File: src/common/fetch_macros.svh
`ifndef FETCH_MACROS_SVH
`define FETCH_MACROS_SVH

// Word slots in the alignment buffer queue
`define FETCH_BUF_DEPTH 3

// Width of the whole-instruction counter inside the buffer
`define FETCH_BUF_CNT_W 3

// Non-flushed bus transactions allowed in flight
`define FETCH_MAX_OUTSTANDING 2

// PC and first fetch address after reset
`define FETCH_BOOT_ADDR 32'h0000_0000

`endif

File: src/common/fetch_pkg.sv
`include "fetch_macros.svh"

package fetch_pkg;

  // Byte address on the fetch path
  // Instruction addresses are always halfword aligned
  typedef logic [31:0] fetch_addr_t;

  // Memory word or output instruction
  // A compressed instruction sits in bits 15:0
  typedef logic [31:0] instr_word_t;

  // Bus transactions in flight, or responses left to drop
  typedef logic [2:0] outstanding_cnt_t;

  // Whole instructions held in the alignment buffer
  typedef logic [`FETCH_BUF_CNT_W-1:0] buf_cnt_t;

  // Whole instructions found in one incoming word, 0 to 2
  typedef logic [1:0] ins_cnt_t;

endpackage

File: src/common/fetch_if.sv
interface fetch_if import fetch_pkg::*; ();

  // Fetch request side
  logic        fetch_valid;
  logic        fetch_ready;
  logic        fetch_branch;
  fetch_addr_t fetch_branch_addr;

  // Response side, one word per strobe, in request order
  logic        resp_valid;
  instr_word_t resp_rdata;

  modport align_mp (
    output fetch_valid,
    output fetch_branch,
    output fetch_branch_addr,
    input  fetch_ready,
    input  resp_valid,
    input  resp_rdata
  );

  modport pf_mp (
    input  fetch_valid,
    input  fetch_branch,
    input  fetch_branch_addr,
    output fetch_ready,
    output resp_valid,
    output resp_rdata
  );

endinterface

File: src/rtl/alignment_buffer/alignment_buffer.sv
`include "fetch_macros.svh"

module alignment_buffer import fetch_pkg::*; (
  input  logic        clk,
  input  logic        rst_n,
  input  logic        branch_i,
  input  logic        prefetch_en_i,
  input  fetch_addr_t branch_addr_i,
  fetch_if.align_mp   fetch,
  output logic        busy_o,
  output logic        instr_valid_o,
  input  logic        instr_ready_i,
  output instr_word_t instr_o,
  output fetch_addr_t instr_pc_o
);

  localparam int          DEPTH     = `FETCH_BUF_DEPTH;
  localparam fetch_addr_t BOOT_ADDR = `FETCH_BOOT_ADDR;

  // Word queue, slot 0 feeds the output
  instr_word_t            rdata_q [DEPTH];
  instr_word_t            rdata_int [DEPTH];
  instr_word_t            rdata_n [DEPTH];
  logic [DEPTH-1:0]       valid_q, valid_int, valid_n;

  fetch_addr_t            addr_q, addr_n, addr_incr;
  instr_word_t            rdata_al, rdata_unal;
  logic                   valid_al, valid_unal;
  logic                   al_compressed, unal_compressed;
  logic                   resp_valid, instr_taken;

  // Counters and word-boundary tracking
  buf_cnt_t               fifo_cnt_q, fifo_cnt_n;
  outstanding_cnt_t       outstanding_q, outstanding_n;
  outstanding_cnt_t       n_flush_q, n_flush_n, nonflush_cnt;
  ins_cnt_t               n_incoming;
  logic                   aligned_q, aligned_n, complete_q, complete_n;
  logic                   upper_compressed, want_word, accepted;
  logic                   req_hold_q, br_wait_q;

  // Responses from before a branch are dropped here
  assign resp_valid  = (n_flush_q == '0) && fetch.resp_valid;
  assign instr_taken = instr_valid_o && instr_ready_i;

  //////////////////////////////////////////////////
  // Fetch requests
  //////////////////////////////////////////////////

  assign nonflush_cnt = outstanding_q - n_flush_q;

  // Refill when empty, or nearly empty with nothing on the way
  assign want_word = ((fifo_cnt_q == '0) &&
                      (nonflush_cnt < outstanding_cnt_t'(`FETCH_MAX_OUTSTANDING))) ||
                     ((fifo_cnt_q == buf_cnt_t'(1)) && (nonflush_cnt == '0));

  // A request stays up until the prefetcher takes it
  assign fetch.fetch_valid = branch_i || br_wait_q ||
                             (prefetch_en_i && (req_hold_q || want_word));
  assign fetch.fetch_branch      = branch_i;
  assign fetch.fetch_branch_addr = {branch_addr_i[31:2], 2'b00};
  assign accepted = fetch.fetch_valid && fetch.fetch_ready;

  assign busy_o = (outstanding_q != '0) || fetch.fetch_valid;

  //////////////////////////////////////////////////
  // Output selection
  //////////////////////////////////////////////////

  // Aligned data comes from slot 0 or straight from the bus
  assign rdata_al = valid_q[0] ? rdata_q[0] : fetch.resp_rdata;
  assign valid_al = valid_q[0] || resp_valid;

  // Unaligned joins upper half of slot 0 with the next lower half
  assign rdata_unal = valid_q[1] ? {rdata_q[1][15:0], rdata_al[31:16]}
                                 : {fetch.resp_rdata[15:0], rdata_al[31:16]};
  assign valid_unal = valid_q[1] || (valid_q[0] && resp_valid);

  assign al_compressed   = rdata_al[1:0] != 2'b11;
  assign unal_compressed = rdata_al[17:16] != 2'b11;

  always_comb begin
    instr_o       = rdata_al;
    instr_valid_o = 1'b0;
    // Nothing is offered in a branch cycle
    if (!branch_i) begin
      if (addr_q[1]) begin
        instr_o       = rdata_unal;
        instr_valid_o = valid_al && (unal_compressed || valid_unal);
      end else begin
        instr_valid_o = valid_al;
      end
    end
  end

  assign instr_pc_o = addr_q;

  //////////////////////////////////////////////////
  // Queue update
  //////////////////////////////////////////////////

  // Incoming word goes to the first free slot
  always_comb begin : push_slot
    logic placed;
    placed    = 1'b0;
    rdata_int = rdata_q;
    valid_int = valid_q;
    if (resp_valid) begin
      for (int j = 0; j < DEPTH; j++) begin
        if (!valid_q[j] && !placed) begin
          rdata_int[j] = fetch.resp_rdata;
          valid_int[j] = 1'b1;
          placed       = 1'b1;
        end
      end
    end
  end

  assign addr_incr = {addr_q[31:2], 2'b00} + 32'd4;

  // Advance PC, shift out a word once it is used up
  always_comb begin : pop_slot
    logic shift;
    shift   = 1'b0;
    addr_n  = addr_q;
    rdata_n = rdata_int;
    valid_n = valid_int;
    if (instr_taken) begin
      if (addr_q[1]) begin
        // Slot 0 is always used up from an odd halfword
        addr_n = unal_compressed ? addr_incr : {addr_incr[31:2], 2'b10};
        shift  = 1'b1;
      end else if (al_compressed) begin
        addr_n = {addr_q[31:2], 2'b10};
      end else begin
        addr_n = addr_incr;
        shift  = 1'b1;
      end
    end
    if (shift) begin
      for (int i = 0; i < DEPTH - 1; i++) begin
        rdata_n[i] = rdata_int[i+1];
        valid_n[i] = valid_int[i+1];
      end
      valid_n[DEPTH-1] = 1'b0;
    end
  end

  //////////////////////////////////////////////////
  // Instruction counting
  //////////////////////////////////////////////////

  assign upper_compressed = fetch.resp_rdata[17:16] != 2'b11;

  // Whole instructions completed by each accepted word
  always_comb begin
    aligned_n  = aligned_q;
    complete_n = complete_q;
    n_incoming = 2'd0;
    if (branch_i) begin
      // Odd target, low half of the first word is skipped
      aligned_n  = !branch_addr_i[1];
      complete_n = branch_addr_i[1];
    end else if (resp_valid) begin
      if (aligned_q && (fetch.resp_rdata[1:0] == 2'b11)) begin
        n_incoming = 2'd1;
      end else begin
        aligned_n  = upper_compressed;
        complete_n = upper_compressed;
        if (!aligned_q && complete_q) begin
          n_incoming = upper_compressed ? 2'd1 : 2'd0;
        end else begin
          // Low half finishes one, upper half may hold another
          n_incoming = upper_compressed ? 2'd2 : 2'd1;
        end
      end
    end
  end

  assign fifo_cnt_n = branch_i ? '0
                               : fifo_cnt_q + buf_cnt_t'(n_incoming) - buf_cnt_t'(instr_taken);

  // Outstanding count and responses left to drop
  always_comb begin
    outstanding_n = outstanding_q;
    if (accepted && !fetch.resp_valid) begin
      outstanding_n = outstanding_q + outstanding_cnt_t'(1);
    end else if (!accepted && fetch.resp_valid) begin
      outstanding_n = outstanding_q - outstanding_cnt_t'(1);
    end
    n_flush_n = n_flush_q;
    if (branch_i) begin
      // Everything granted before this cycle is stale
      n_flush_n = outstanding_q - outstanding_cnt_t'(fetch.resp_valid);
    end else if (fetch.resp_valid && (n_flush_q != '0)) begin
      n_flush_n = n_flush_q - outstanding_cnt_t'(1);
    end
  end

  always_ff @(posedge clk or negedge rst_n) begin
    if (!rst_n) begin
      addr_q        <= BOOT_ADDR;
      valid_q       <= '0;
      aligned_q     <= !BOOT_ADDR[1];
      complete_q    <= BOOT_ADDR[1];
      fifo_cnt_q    <= '0;
      outstanding_q <= '0;
      n_flush_q     <= '0;
      req_hold_q    <= 1'b0;
      br_wait_q     <= 1'b0;
    end else begin
      if (branch_i) begin
        addr_q  <= {branch_addr_i[31:1], 1'b0};
        valid_q <= '0;
      end else begin
        addr_q  <= addr_n;
        valid_q <= valid_n;
      end
      aligned_q     <= aligned_n;
      complete_q    <= complete_n;
      fifo_cnt_q    <= fifo_cnt_n;
      outstanding_q <= outstanding_n;
      n_flush_q     <= n_flush_n;
      // Branch still waiting for the bus
      br_wait_q  <= fetch.fetch_valid && !fetch.fetch_ready && (branch_i || br_wait_q);
      req_hold_q <= fetch.fetch_valid && !fetch.fetch_ready && !(branch_i || br_wait_q);
    end
  end

  // Word payload
  always_ff @(posedge clk) begin
    rdata_q <= rdata_n;
  end

endmodule

File: src/rtl/prefetcher.sv
`include "fetch_macros.svh"

module prefetcher import fetch_pkg::*; (
  input  logic        clk,
  input  logic        rst_n,
  fetch_if.pf_mp      fetch,
  output logic        mem_req_o,
  output fetch_addr_t mem_addr_o,
  input  logic        mem_gnt_i,
  input  logic        mem_rvalid_i,
  input  instr_word_t mem_rdata_i
);

  localparam fetch_addr_t BOOT_ADDR = `FETCH_BOOT_ADDR;

  // Next word to fetch, or a branch target not yet granted
  fetch_addr_t      next_q;
  logic             held_q;

  // Granted transactions still waiting for rvalid
  outstanding_cnt_t occ_q;
  logic             occ_full;
  logic             granted;

  // Stop issuing before the in-flight counter wraps
  assign occ_full = (occ_q == '1);

  // Held branch goes out before any new sequential word
  assign mem_req_o  = (fetch.fetch_valid || held_q) && !occ_full;
  assign mem_addr_o = fetch.fetch_branch ? fetch.fetch_branch_addr : next_q;

  assign granted           = mem_req_o && mem_gnt_i;
  assign fetch.fetch_ready = granted;

  // Responses pass straight back
  assign fetch.resp_valid = mem_rvalid_i;
  assign fetch.resp_rdata = mem_rdata_i;

  always_ff @(posedge clk or negedge rst_n) begin
    if (!rst_n) begin
      next_q <= {BOOT_ADDR[31:2], 2'b00};
      held_q <= 1'b0;
    end else if (fetch.fetch_branch) begin
      // New target replaces whatever was waiting
      next_q <= granted ? fetch.fetch_branch_addr + 32'd4 : fetch.fetch_branch_addr;
      held_q <= !granted;
    end else if (granted) begin
      next_q <= next_q + 32'd4;
      held_q <= 1'b0;
    end
  end

  always_ff @(posedge clk or negedge rst_n) begin
    if (!rst_n) begin
      occ_q <= '0;
    end else begin
      case ({granted, mem_rvalid_i})
        2'b10:   occ_q <= occ_q + outstanding_cnt_t'(1);
        2'b01:   occ_q <= occ_q - outstanding_cnt_t'(1);
        default: occ_q <= occ_q;
      endcase
    end
  end

endmodule

File: src/rtl/fetch_unit.sv
module fetch_unit import fetch_pkg::*; (
  input  logic        clk,
  input  logic        rst_n,

  // Core control
  input  logic        branch_i,
  input  fetch_addr_t branch_addr_i,
  input  logic        prefetch_en_i,
  output logic        busy_o,

  // Instruction bus
  output logic        mem_req_o,
  output fetch_addr_t mem_addr_o,
  input  logic        mem_gnt_i,
  input  logic        mem_rvalid_i,
  input  instr_word_t mem_rdata_i,

  // Instruction stream
  output logic        instr_valid_o,
  input  logic        instr_ready_i,
  output instr_word_t instr_o,
  output fetch_addr_t instr_pc_o
);

  fetch_if fetch0 ();

  alignment_buffer align0 (
    .clk           (clk),
    .rst_n         (rst_n),
    .branch_i      (branch_i),
    .prefetch_en_i (prefetch_en_i),
    .branch_addr_i (branch_addr_i),
    .fetch         (fetch0.align_mp),
    .busy_o        (busy_o),
    .instr_valid_o (instr_valid_o),
    .instr_ready_i (instr_ready_i),
    .instr_o       (instr_o),
    .instr_pc_o    (instr_pc_o)
  );

  // Bus side goes straight to the prefetcher
  prefetcher pf0 (
    .clk          (clk),
    .rst_n        (rst_n),
    .fetch        (fetch0.pf_mp),
    .mem_req_o    (mem_req_o),
    .mem_addr_o   (mem_addr_o),
    .mem_gnt_i    (mem_gnt_i),
    .mem_rvalid_i (mem_rvalid_i),
    .mem_rdata_i  (mem_rdata_i)
  );

endmodule

File: config.mk
export PLATFORM = sky130hd
export DESIGN_NAME = fetch_unit
export DESIGN_NICKNAME = d
export VERILOG_FILES = /design/src/common/fetch_pkg.sv /design/src/common/fetch_if.sv /design/src/rtl/alignment_buffer/alignment_buffer.sv /design/src/rtl/prefetcher.sv /design/src/rtl/fetch_unit.sv
export VERILOG_INCLUDE_DIRS = /design/src /design/src/common
export SDC_FILE = /design/constraint.sdc
export NUM_CORES = 1
export LEC_CHECK = 0
export BUFFER_PORTS_ARGS = -buffer_cell sky130_fd_sc_hd__buf_2
export CORE_MARGIN = 1
export CORE_UTILIZATION = 64
export CTS_BUF_LIST = sky130_fd_sc_hd__clkbuf_8
export CTS_CLUSTER_DIAMETER = 120
export CTS_CLUSTER_SIZE = 10
export DETAILED_ROUTE_END_ITERATION = 8
export PLACE_DENSITY = 0.91
export SETUP_SLACK_MARGIN = 0.15
export SLEW_MARGIN = 20
export SYNTH_ARGS = -nofsm -noshare
export SYNTH_HDL_FRONTEND = slang
export SYNTH_SLANG_ARGS = --single-unit
File: constraint.sdc
create_clock -name clk -period 7 [get_ports clk]
set_clock_uncertainty 0.2 [all_clocks]
set_input_delay 1.05 -clock clk [delete_from_list [all_inputs] [get_ports clk]]
set_output_delay 1.05 -clock clk [all_outputs]
set_load 0.03 [all_outputs]
==> flow_summary_export.csv, run 1 <==
group,metric,value,unit
run_status,status,"completed",
timing,totalNegativeSetupSlack,0,ns
pwr,power_density,289,nW/um2
pwr,switchingPower,1.32,mW
cts,cts_tree,"built",
synth,synth_area_leaders,"dfrtp_1 (19%), dfxtp_1 (12%), edfxtp_1 (9.2%)",
layout,nFillCells,1101,
cts,cts_max_path_buffers,2,
pwr,swShare,39.1,%
pwr,vdd_drop_max,0.000168,V
setup_path,rr_startpoint,"align0.outstanding_q[0]$_DFFE_PN0P_",
cts,clkTransAtPathRegs,0.09,ns
timing,tightestPinTransition,0.989,ns
routing,ant_nets,0,
synth,synth_top_area_share,19.2,%
synth,synth_top_cell_by_area,"dfrtp_1",
pwr,power.leakage,4.84,nW
global_route,grt_pass1_wl,42800,um
synth,yosysSeqAreaShare,41.0,%
setup_path,cp-startpoint,"align0.outstanding_q[0]$_DFFE_PN0P_",
timing,layout_setup_ws,2.53,ns
pwr,combinationalPowerShare,36.0,%
hold_path,hold_path_class,"reg2reg",
pwr,power,3.38,mW
routing,first_pass_iters,6,
setup_path,reg2reg_depth,15,
place,io_buffers,165,
flow_run,cap_violations,0,
synth,synth_commonest_cells,"nor2_1 (122), o21ai_0 (91), dfrtp_1 (80), mux2_2 (71), mux2i_1 (71)",
setup_path,cp-start-kind,"flip-flop",
floorplanning,io_pins,170,
timing,slew-limit-headroom,34.1,%
global_route,grt_antenna_before_repair,0,
cts,clock_latency,0.49,ns
place,dpl.hpwl,18300,um
setup_path,ff2ff_setup_slack,3.09,ns
routing,vias,9092,
cts,cts.repair.resized,0,
routing,drt-wirelength-per-cell,18.3,um
setup_path,critPathKind,"reg2out",
setup_path,critPathRequiredTime,5.75,ns
setup_path,r2r_end,"align0.outstanding_q[2]$_DFFE_PN0P_",
setup_path,arrival,3.22,ns
place,place_area,11300,um2
synth,postSynthAreaPerCell,9.26,um2
synth,ys_ff_latch,177,
cts,cts_root_buf,"clkbuf_8",
layout,layout.nets,1342,
synth,netlist_area,10400,um2
global_route,grt_max_degree,93,
timing,setup-violations-final,0,
timing,fin_crit_sh,63.9,%
global_route,overflow,0,
layout,final_area,11700,um2
layout,syn2layout_area_growth,12.3,%
synth,netlist_instances,1125,
floorplanning,start_util,65.6,%
floorplanning,die_x,130,um
place,dpl_worst_slack,2.86,ns
cts,cts.sinks,177,
place,gp_congestion,0.920,
timing,hold_violations,0,
routing,drc_errors,0,
setup_path,end_kind,"output port",
synth,netlist-cell-type-count,70,
global_route,grt_pass1_vias,8566,
layout,final_layout_size_suffix_gt1_share,24.0,%
floorplanning,core-area,15900,um2
synth,yosys_warnings,0,
synth,synth_edf_count,32,
pwr,p_int,2.06,mW
pwr,pwr-share-seq,42.1,%
floorplanning,chipHeight,130,um
synth,synth_flop_cell,"dfrtp_1",
synth,post-synth-top-count-cell,"nor2_1",
timing,rsz0062_at_grt,"false",
routing,finalWirelength,27100,um
routing,drt-vias-per-instance,6.13,
setup_path,setup.worst_path.end,"mem_req_o",
timing,fin_crit,4.47,ns
floorplanning,num_rows,46,
timing,fmax,224,MHz
global_route,grt.total_usage,32.9,%
place,placed_cells,1450,
pwr,power.share.clock,21.9,%
layout,instances_no_fill,1482,
cts,numCtsBuffers,17,
cts,cts_hold_buf,0,
routing,drtIter0Drc,884,
cts,h-tree-depth,4,
cts,post-cts-setup-buffer-count,0,
timing,final-max-slew-violation-count,0,
synth,synth-async-reset-ratio,45.8,%
setup_path,cp_max_fo,32,
floorplanning,die-area,16800,um2
==> kinds of logic after synthesis <==
family                   share of synthesized area (%)
AND/OR/NAND/NOR                                   19.4
AO/OA/AOI/OAI                                     10.1
flip-flops                                        41.0
multiplexers                                      14.7
buffers and inverters                             5.15
XOR/XNOR                                          7.20
adder cells (fa/ha/maj)                           2.45
other                                           0.0360
==> power groups by stage <==
| stage | Sequential (mW) | Clock [mW] | Combinational [mW] |
|---|---|---|---|
| after floorplan | 1.44 | 0 | 0.898 |
| after global placement | 1.42 | 0 | 1.15 |
| after detailed placement | 1.44 | 0 | 1.20 |
| after CTS | 1.42 | 0.744 | 1.21 |
| after global routing | 1.44 | 0.783 | 1.33 |
| final | 1.42 | 0.741 | 1.22 |
==> critical path: stages, from the launching register on <==
cell and delay, ns:
dfrtp_1 0.44, inv_1 0.10, ha_1 0.21, fa_1 0.37, xnor3_1 0.36, a31oi_1 0.26
o21a_4 0.47, inv_4 0.25, buf_2 0.25
==> state kept, by name (all words and copies together) (netlist names), 3 cells and up <==
signal and cells:
align0.rdata_q 96, align0.instr_pc_o 31, pf0.next_q 30, align0.fifo_cnt_q 3
align0.n_flush_q 3, align0.outstanding_q 3, align0.valid_q 3, pf0.occ_q 3
==> layout make-up <==
type | instances | area, um2 | area share (%)
clock buffer | 19 | 262 | 2.24
antenna | 1 | 2.50 | 0.0214
timing repair buffer | 175 | 910 | 7.78
clock inverter | 12 | 149 | 1.27
tap | 216 | 270 | 2.31
multi-input combinational | 833 | 5650 | 48.3
sequential | 177 | 4270 | 36.5
inverter | 49 | 186 | 1.59
==> how the worst min path moves through the flow <==
stage | from | to | slack (ns) | depth (start not counted)
5_1_grt | align0.rdata_q[16]$_DFF_P_ | align0.rdata_q[16]$_DFF_P_ | 0.30 | 1
2_1_floorplan | align0.br_wait_q$_DFF_PN0_ | align0.req_hold_q$_DFF_PN0_ | 0.24 | 1
4_1_cts | pf0.occ_q[2]$_DFFE_PN0P_ | pf0.occ_q[2]$_DFFE_PN0P_ | 0.28 | 1
3_5_place_dp | align0.rdata_q[19]$_DFF_P_ | align0.rdata_q[19]$_DFF_P_ | 0.26 | 1
3_3_place_gp | align0.rdata_q[16]$_DFF_P_ | align0.rdata_q[16]$_DFF_P_ | 0.26 | 1
6_report | pf0.occ_q[2]$_DFFE_PN0P_ | pf0.occ_q[2]$_DFFE_PN0P_ | 0.28 | 1
==> placed cells by master, fill, tap and decap left out, types with 6 or more instances in the layout <==
master | netlist | routed
xor2_1 | 32 | 32
edfxtp_1 | 32 | 32
nand3_1 | 66 | 66
a21oi_1 | 56 | 56
buf_4 | 10 | 11
nor3_1 | 25 | 25
ha_1 | 14 | 14
nor2_1 | 122 | 121
nand2_1 | 64 | 64
inv_1 | 48 | 48
mux2_2 | 71 | 71
nand2b_1 | 7 | 7
buf_2 | 16 | 163
dfrtp_1 | 80 | 80
and2_1 | 6 | 6
nand4_1 | 37 | 37
and3_1 | 17 | 17
clkbuf_8 | 0 | 19
xnor2_1 | 51 | 51
nor4_1 | 22 | 22
dfxtp_1 | 64 | 64
a31oi_1 | 7 | 7
o21ai_0 | 91 | 91
mux2i_1 | 71 | 71
==> per-layer routing <==
metal / up-vias / global-route usage [%] / share of wire (%)
met5: - / 0 / 0
met4: 0 / 17.2 / 3.9
met3: 90 / 5.99 / 9.0
met2: 513 / 53.7 / 48
met1: 4247 / 41.9 / 39
li1: 4242 / - / -
==> metrics by stage <==
stage	hold WS [ns]	util, %
after global placement	0.255	71.0
after floorplan	0.237	-
final	0.277	73.6
after global routing	0.300	73.6
after CTS	0.277	73.6
after detailed placement	0.262	71.0
Power figures use the tool's default switching activity.
==> run 2: changes to the inputs <==
--- a/config.mk
+++ b/config.mk
@@ -8,12 +8,12 @@
 export LEC_CHECK = 0
 export BUFFER_PORTS_ARGS = -buffer_cell sky130_fd_sc_hd__buf_2
 export CORE_MARGIN = 1
-export CORE_UTILIZATION = 64
+export CORE_UTILIZATION = 59
 export CTS_BUF_LIST = sky130_fd_sc_hd__clkbuf_8
 export CTS_CLUSTER_DIAMETER = 120
 export CTS_CLUSTER_SIZE = 10
 export DETAILED_ROUTE_END_ITERATION = 8
-export PLACE_DENSITY = 0.91
+export PLACE_DENSITY = 0.85
 export SETUP_SLACK_MARGIN = 0.15
 export SLEW_MARGIN = 20
 export SYNTH_ARGS = -nofsm -noshare
==> constraint.sdc (replaced) <==
create_clock -name clk -period 4.2 [get_ports clk]
set_clock_uncertainty 0.2 [all_clocks]
set_input_delay 0.63 -clock clk [delete_from_list [all_inputs] [get_ports clk]]
set_output_delay 0.63 -clock clk [all_outputs]
set_load 0.03 [all_outputs]
==> run 2 against run 1 <==
Critical endpoint unchanged. Sequential cell count stayed put. Critical path depth increased by 1. The flow now finishes with violations (hold timing). Power is 66% higher. Combinational power increased by 69%.
==> flow_summary_export.csv, run 2 (synthesis gave the netlist of run 1 again) <==
group,metric,value,unit
floorplanning,io_pins,170,
layout,utilization,68.1,%
run_status,status,"finished, violations left",
pwr,swShare,40.5,%
floorplanning,die_x,135,um
place,dpl.hpwl,18600,um
pwr,pwr-share-seq,42.3,%
setup_path,critPathRequiredTime,3.37,ns
cts,clkTransAtPathRegs,0.10,ns
hold_path,hold_path_class,"in2async",
routing,ant_nets,0,
global_route,grt_antenna_before_repair,1,
timing,final-max-slew-violation-count,0,
setup_path,crit_family,"buffers and inverters",
cts,cts_hold_buf,0,
place,io_buffers,165,
timing,rsz0062_at_grt,"false",
pwr,combinationalPowerShare,36.6,%
routing,vias,8993,
setup_path,crit_buf_inv,4,
cts,post-cts-setup-buffer-count,0,
cts,h-tree-depth,4,
layout,multi_input_area,5650,um2
pwr,vdd_drop_max,0.000272,V
layout,top_register,"align0.rdata_q",
floorplanning,core-area,17300,um2
setup_path,arrival,3.13,ns
timing,fmax,252,MHz
floorplanning,start_util,60.2,%
cts,numCtsBuffers,17,
timing,tightestPinTransition,0.777,ns
cts,cts_tree,"built",
cts,clock_latency,0.49,ns
place,placed_cells,1466,
cts,cts_root_buf,"clkbuf_8",
setup_path,cp-start-kind,"flip-flop",
pwr,switchingPower,2.27,mW
timing,fin_crit_sh,94.4,%
global_route,grt_pass1_wl,43200,um
timing,setup-violations-final,0,
setup_path,slowest_delay,0.45,ns
place,dpl_worst_slack,0.562,ns
timing,totalNegativeSetupSlack,0,ns
setup_path,cp_max_fo,31,
setup_path,end_kind,"output port",
pwr,power.share.clock,21.1,%
timing,layout_setup_ws,0.236,ns
layout,instances_no_fill,1498,
flow_run,cap_violations,0,
layout,syn2layout_area_growth,13.1,%
global_route,overflow,0,
setup_path,critPathKind,"reg2out",
layout,final_layout_size_suffix_gt1_share,24.5,%
run_status,violations,"hold timing",
routing,drt-vias-per-instance,6.00,
layout,layout.nets,1349,
routing,drc_errors,0,
place,gp_congestion,0.963,
timing,fin_crit,3.96,ns
floorplanning,chipHeight,135,um
layout,final_common_cell,"buf_2",
layout,diodes,0,
global_route,grt.total_usage,30.6,%
cts,cts_max_path_buffers,2,
routing,drt-wirelength-per-cell,18.1,um
floorplanning,die-area,18200,um2
layout,seqCellArea,4270,um2
pwr,power_density,477,nW/um2
cts,cts.sinks,177,
timing,hold_slack,-0.00540,ns
timing,hold_violations,8,
global_route,grt_pass1_vias,8528,
routing,drtIter0Drc,781,
setup_path,slowest_stage,"dfrtp_1",
layout,largest_register_ffs,96,
routing,finalWirelength,27100,um
floorplanning,num_rows,48,
global_route,grt_max_degree,101,
setup_path,worstPathCellList,"inv_1, ha_1, fa_1, xnor3_1, a31oi_1, o21a_4, buf_6, inv_4, buf_2",
routing,first_pass_iters,5,
pwr,p_int,3.34,mW
pwr,power.leakage,4.89,nW
timing,slew-limit-headroom,48.2,%
layout,final_cell_mix,"buf_2 (163), nor2_1 (121), o21ai_0 (91)",
layout,nFillCells,1351,
-- run 2: cell types whose count changed in the layout (fill, tap and decap cells not counted), sizes merged --
cell      previous run  this run
inv                 55        59
diode                1         0
clkbuf              19        17
clkinv               3         5
clkinvlp             1         0
bufinv               2         0
buf                175       182
-- run 2: metrics by stage --
step           power, mW  cell area, um2  hold slack, ns
2_1_floorplan       3.89           10400           0.134
3_3_place_gp        4.33           11400           0.249
3_5_place_dp        4.42           11400           0.261
4_1_cts             5.60           11800           0.125
5_1_grt             5.91           11800          0.0447
6_report            5.62           11800        -0.00540
-- run 2: path summary, 6_finish.rpt --
check                                                      endpoint  slack, ns                                 from  depth (start not counted)
worst max-delay path                                      mem_req_o       0.24  align0.outstanding_q[0]$_DFFE_PN0P_                          9
worst min-delay path                     pf0.next_q[12]$_DFFE_PN0N_     -0.005                                rst_n                          1
worst max register to register  align0.outstanding_q[2]$_DFFE_PN0P_       0.40  align0.outstanding_q[0]$_DFFE_PN0P_                         15
worst min register to register          align0.req_hold_q$_DFF_PN0_       0.28           align0.br_wait_q$_DFF_PN0_                          1
max in group asynchronous                pf0.next_q[27]$_DFFE_PN0N_       3.29                                rst_n                          1
min in group clk                       align0.aligned_q$_DFFE_PN1P_       0.14                     branch_addr_i[1]                          2
-- run 2: power by group through the flow --
| stage | clock (mW) | combinational [mW] | sequential, mW |
|---|---|---|---|
| after floorplan | 0 | 1.50 | 2.40 |
| after global placement | 0 | 1.95 | 2.38 |
| after detailed placement | 0 | 2.02 | 2.40 |
| after CTS | 1.19 | 2.03 | 2.37 |
| after global routing | 1.26 | 2.23 | 2.41 |
| final | 1.18 | 2.06 | 2.38 |
-- run 2: per-layer routing --
metal	share of wire (%)	GRT usage [%]	wire, um	up-vias
li1	-	-	-	4263
met1	40	38.6	10800	4271
met2	49	51.7	13400	399
met3	8.2	5.86	2230	58
met4	2.5	12.0	664	2
met5	0.048	0	13	-
-- run 2: worst reg2reg max path: cells and delay by family (launching register included) --
kind	cells	cell delay [ns]
AO/OA/AOI/OAI	3	0.51
XOR/XNOR	3	0.71
adder cells (fa/ha/maj)	4	1.22
buffers and inverters	3	0.31
flip-flops	1	0.45
AND/OR/NAND/NOR	2	0.33
-- run 2: final cells by class --
class / instances / share of cell area (%)
Multi-Input combinational cell: 833 / 47.9
Timing Repair Buffer: 182 / 8.52
Clock buffer: 17 / 1.99
Clock inverter: 15 / 1.38
Tap cell: 225 / 2.39
Sequential cell: 177 / 36.2
Inverter: 49 / 1.58
-- run 2: repair_timing --
action | in CTS | in global routing
endpoints found under the hold margin | 0 | 0
setup endpoints to repair | 0 | 1
resized for setup | 0 | 1
==> run 3: changes to the inputs <==
--- a/config.mk
+++ b/config.mk
@@ -7,7 +7,7 @@
 export NUM_CORES = 1
 export LEC_CHECK = 0
 export BUFFER_PORTS_ARGS = -buffer_cell sky130_fd_sc_hd__buf_2
-export CORE_MARGIN = 1
+export CORE_MARGIN = 2
 export CORE_UTILIZATION = 59
 export CTS_BUF_LIST = sky130_fd_sc_hd__clkbuf_8
 export CTS_CLUSTER_DIAMETER = 120
==> run 3 against run 2 <==
The flow still finishes with violations (hold timing). Largest cell class unchanged. Worst setup slack gained 0.27 ns. Non-clock buffer count grew 2. Critical endpoint unchanged. Sequential share of layout area is essentially flat. Critical path depth shrank 1. Sequential cell count is the same. Critical path type unchanged.
==> flow_summary_export.csv, run 3 (synthesis gave the netlist of run 1 again) <==
group,metric,value,unit
layout,largest_register_ffs,96,
cts,clkTransAtPathRegs,0.09,ns
setup_path,slowest_delay,0.45,ns
layout,final_cell_mix,"buf_2 (163), nor2_1 (121), o21ai_0 (91)",
floorplanning,die-area,18700,um2
setup_path,cp-start-kind,"flip-flop",
layout,final_common_cell,"buf_2",
cts,post-cts-setup-buffer-count,0,
timing,hold_slack,-0.0241,ns
setup_path,r2r_end,"align0.outstanding_q[2]$_DFFE_PN0P_",
floorplanning,io_pins,170,
global_route,grt.total_usage,29.1,%
pwr,power,5.56,mW
timing,totalNegativeSetupSlack,0,ns
place,dpl.hpwl,18800,um
run_status,status,"finished, violations left",
layout,final_layout_size_suffix_gt1_share,24.5,%
cts,cts.sinks,177,
timing,setup-violations-final,0,
setup_path,arrival,2.86,ns
place,gp_congestion,0.965,
routing,drtIter0Drc,696,
layout,top_register,"align0.rdata_q",
setup_path,end_kind,"output port",
timing,final-max-slew-violation-count,0,
routing,finalWirelength,27000,um
layout,layout.nets,1351,
setup_path,rr_startpoint,"align0.outstanding_q[0]$_DFFE_PN0P_",
routing,vias,9062,
timing,rsz0062_at_grt,"false",
routing,first_pass_iters,5,
setup_path,reg2reg_depth,15,
floorplanning,start_util,60.2,%
hold_path,hold_path_class,"in2async",
setup_path,critPathRequiredTime,3.37,ns
routing,top_layer_used,"met4",
timing,tightestPinTransition,0.770,ns
timing,slew-limit-headroom,48.7,%
timing,fin_crit_sh,88.0,%
place,io_buffers,165,
pwr,vdd_drop_max,0.000291,V
cts,cts_max_path_buffers,2,
routing,drc_errors,0,
cts,h-tree-depth,4,
setup_path,worstPathCellList,"inv_1, ha_1, fa_1, xnor3_1, a31oi_1, o21a_4, inv_4, buf_2",
setup_path,ff2ff_setup_slack,0.68,ns
cts,cts_tree,"built",
place,placed_cells,1468,
timing,fin_crit,3.69,ns
layout,instances_no_fill,1501,
cts,cts_root_buf,"clkbuf_8",
global_route,grt_antenna_before_repair,1,
layout,nFillCells,1313,
routing,met2WireLength,12900,um
pwr,power.leakage,4.89,nW
setup_path,cp_max_fo,27,
timing,fmax,271,MHz
timing,hold_violations,12,
floorplanning,die_x,137,um
setup_path,slowest_stage,"dfrtp_1",
floorplanning,num_rows,48,
setup_path,critPathKind,"reg2out",
floorplanning,chipHeight,137,um
global_route,grt_pass1_vias,8551,
routing,ant_nets,0,
routing,drt-vias-per-instance,6.04,
cts,numCtsBuffers,17,
setup_path,crit_family,"buffers and inverters",
pwr,power_density,472,nW/um2
setup_path,crit_buf_inv,3,
global_route,overflow,0,
cts,clock_latency,0.48,ns
routing,drt-wirelength-per-cell,18.0,um
global_route,grt_max_degree,95,
flow_run,cap_violations,0,
routing,wl_met3,2260,um
layout,syn2layout_area_growth,13.0,%
routing,met1_length,10900,um
run_status,violations,"hold timing",
cts,cts_hold_buf,0,
floorplanning,core-area,17300,um2
global_route,grt_pass1_wl,42400,um
cts,cts.repair.resized,0,
run 3: cell count changes in the layout (fill, tap and decap cells not counted):
cell,delta
bufinv_16,+1
clkinv_2,+1
clkinvlp_4,+1
inv_8,-4
inv_1,+1
inv_6,-1
clkinv_4,+3
clkinv_1,+1
clkinv_8,-3
buf_6,-1
buf_4,+3
diode_2,+1
run 3: worst max-delay path by stage:
| stage | endpoint | slack, ns | startpoint | cells after the start |
|---|---|---|---|---|
| final | mem_req_o | 0.51 | align0.outstanding_q[0]$_DFFE_PN0P_ | 8 |
| after detailed placement | align0.outstanding_q[2]$_DFFE_PN0P_ | 0.74 | align0.outstanding_q[0]$_DFFE_PN0P_ | 15 |
| after CTS | mem_req_o | 0.51 | align0.outstanding_q[0]$_DFFE_PN0P_ | 8 |
| after global placement | align0.outstanding_q[2]$_DFFE_PN0P_ | 0.88 | align0.outstanding_q[0]$_DFFE_PN0P_ | 15 |
| after global routing | mem_req_o | 0.37 | align0.outstanding_q[0]$_DFFE_PN0P_ | 8 |
| after floorplan | align0.outstanding_q[2]$_DFFE_PN0P_ | 0.76 | align0.outstanding_q[0]$_DFFE_PN0P_ | 16 |
run 3: stage by stage:
stage	utilization, %	cell area, um2	setup WS (ns)	hold slack (ns)
6_report	68.1	11800	0.506	-0.0241
5_1_grt	68.1	11800	0.368	0.0417
4_1_cts	68.0	11800	0.510	0.114
3_5_place_dp	65.9	11400	0.737	0.261
3_3_place_gp	65.9	11400	0.884	0.256
2_1_floorplan	-	10400	0.755	0.134
run 3: metal layers:
metal / vias up / GRT usage [%]
met1: 4297 / 37.5
met3: 73 / 6.52
met4: 0 / 12.1
met2: 432 / 47.5
met5: - / 0
li1: 4260 / -
run 3: area by class of cell:
type	instances	area [um2]	area share, %
antenna	1	2.50	0.0213
clock inverter	15	136	1.16
inverter	49	186	1.58
clock buffer	17	234	1.99
sequential	177	4270	36.3
timing repair buffer	184	1010	8.62
tap	225	282	2.39
multi-input combinational	833	5650	48.0
run 3: power by group:
| part | internal, mW | total (mW) | switching [mW] | leakage (nW) |
|---|---|---|---|---|
| Sequential | 2.13 | 2.38 | 0.248 | 1.80 |
| Combinational | 0.758 | 2.05 | 1.29 | 2.90 |
| Clock | 0.476 | 1.13 | 0.656 | 0.192 |
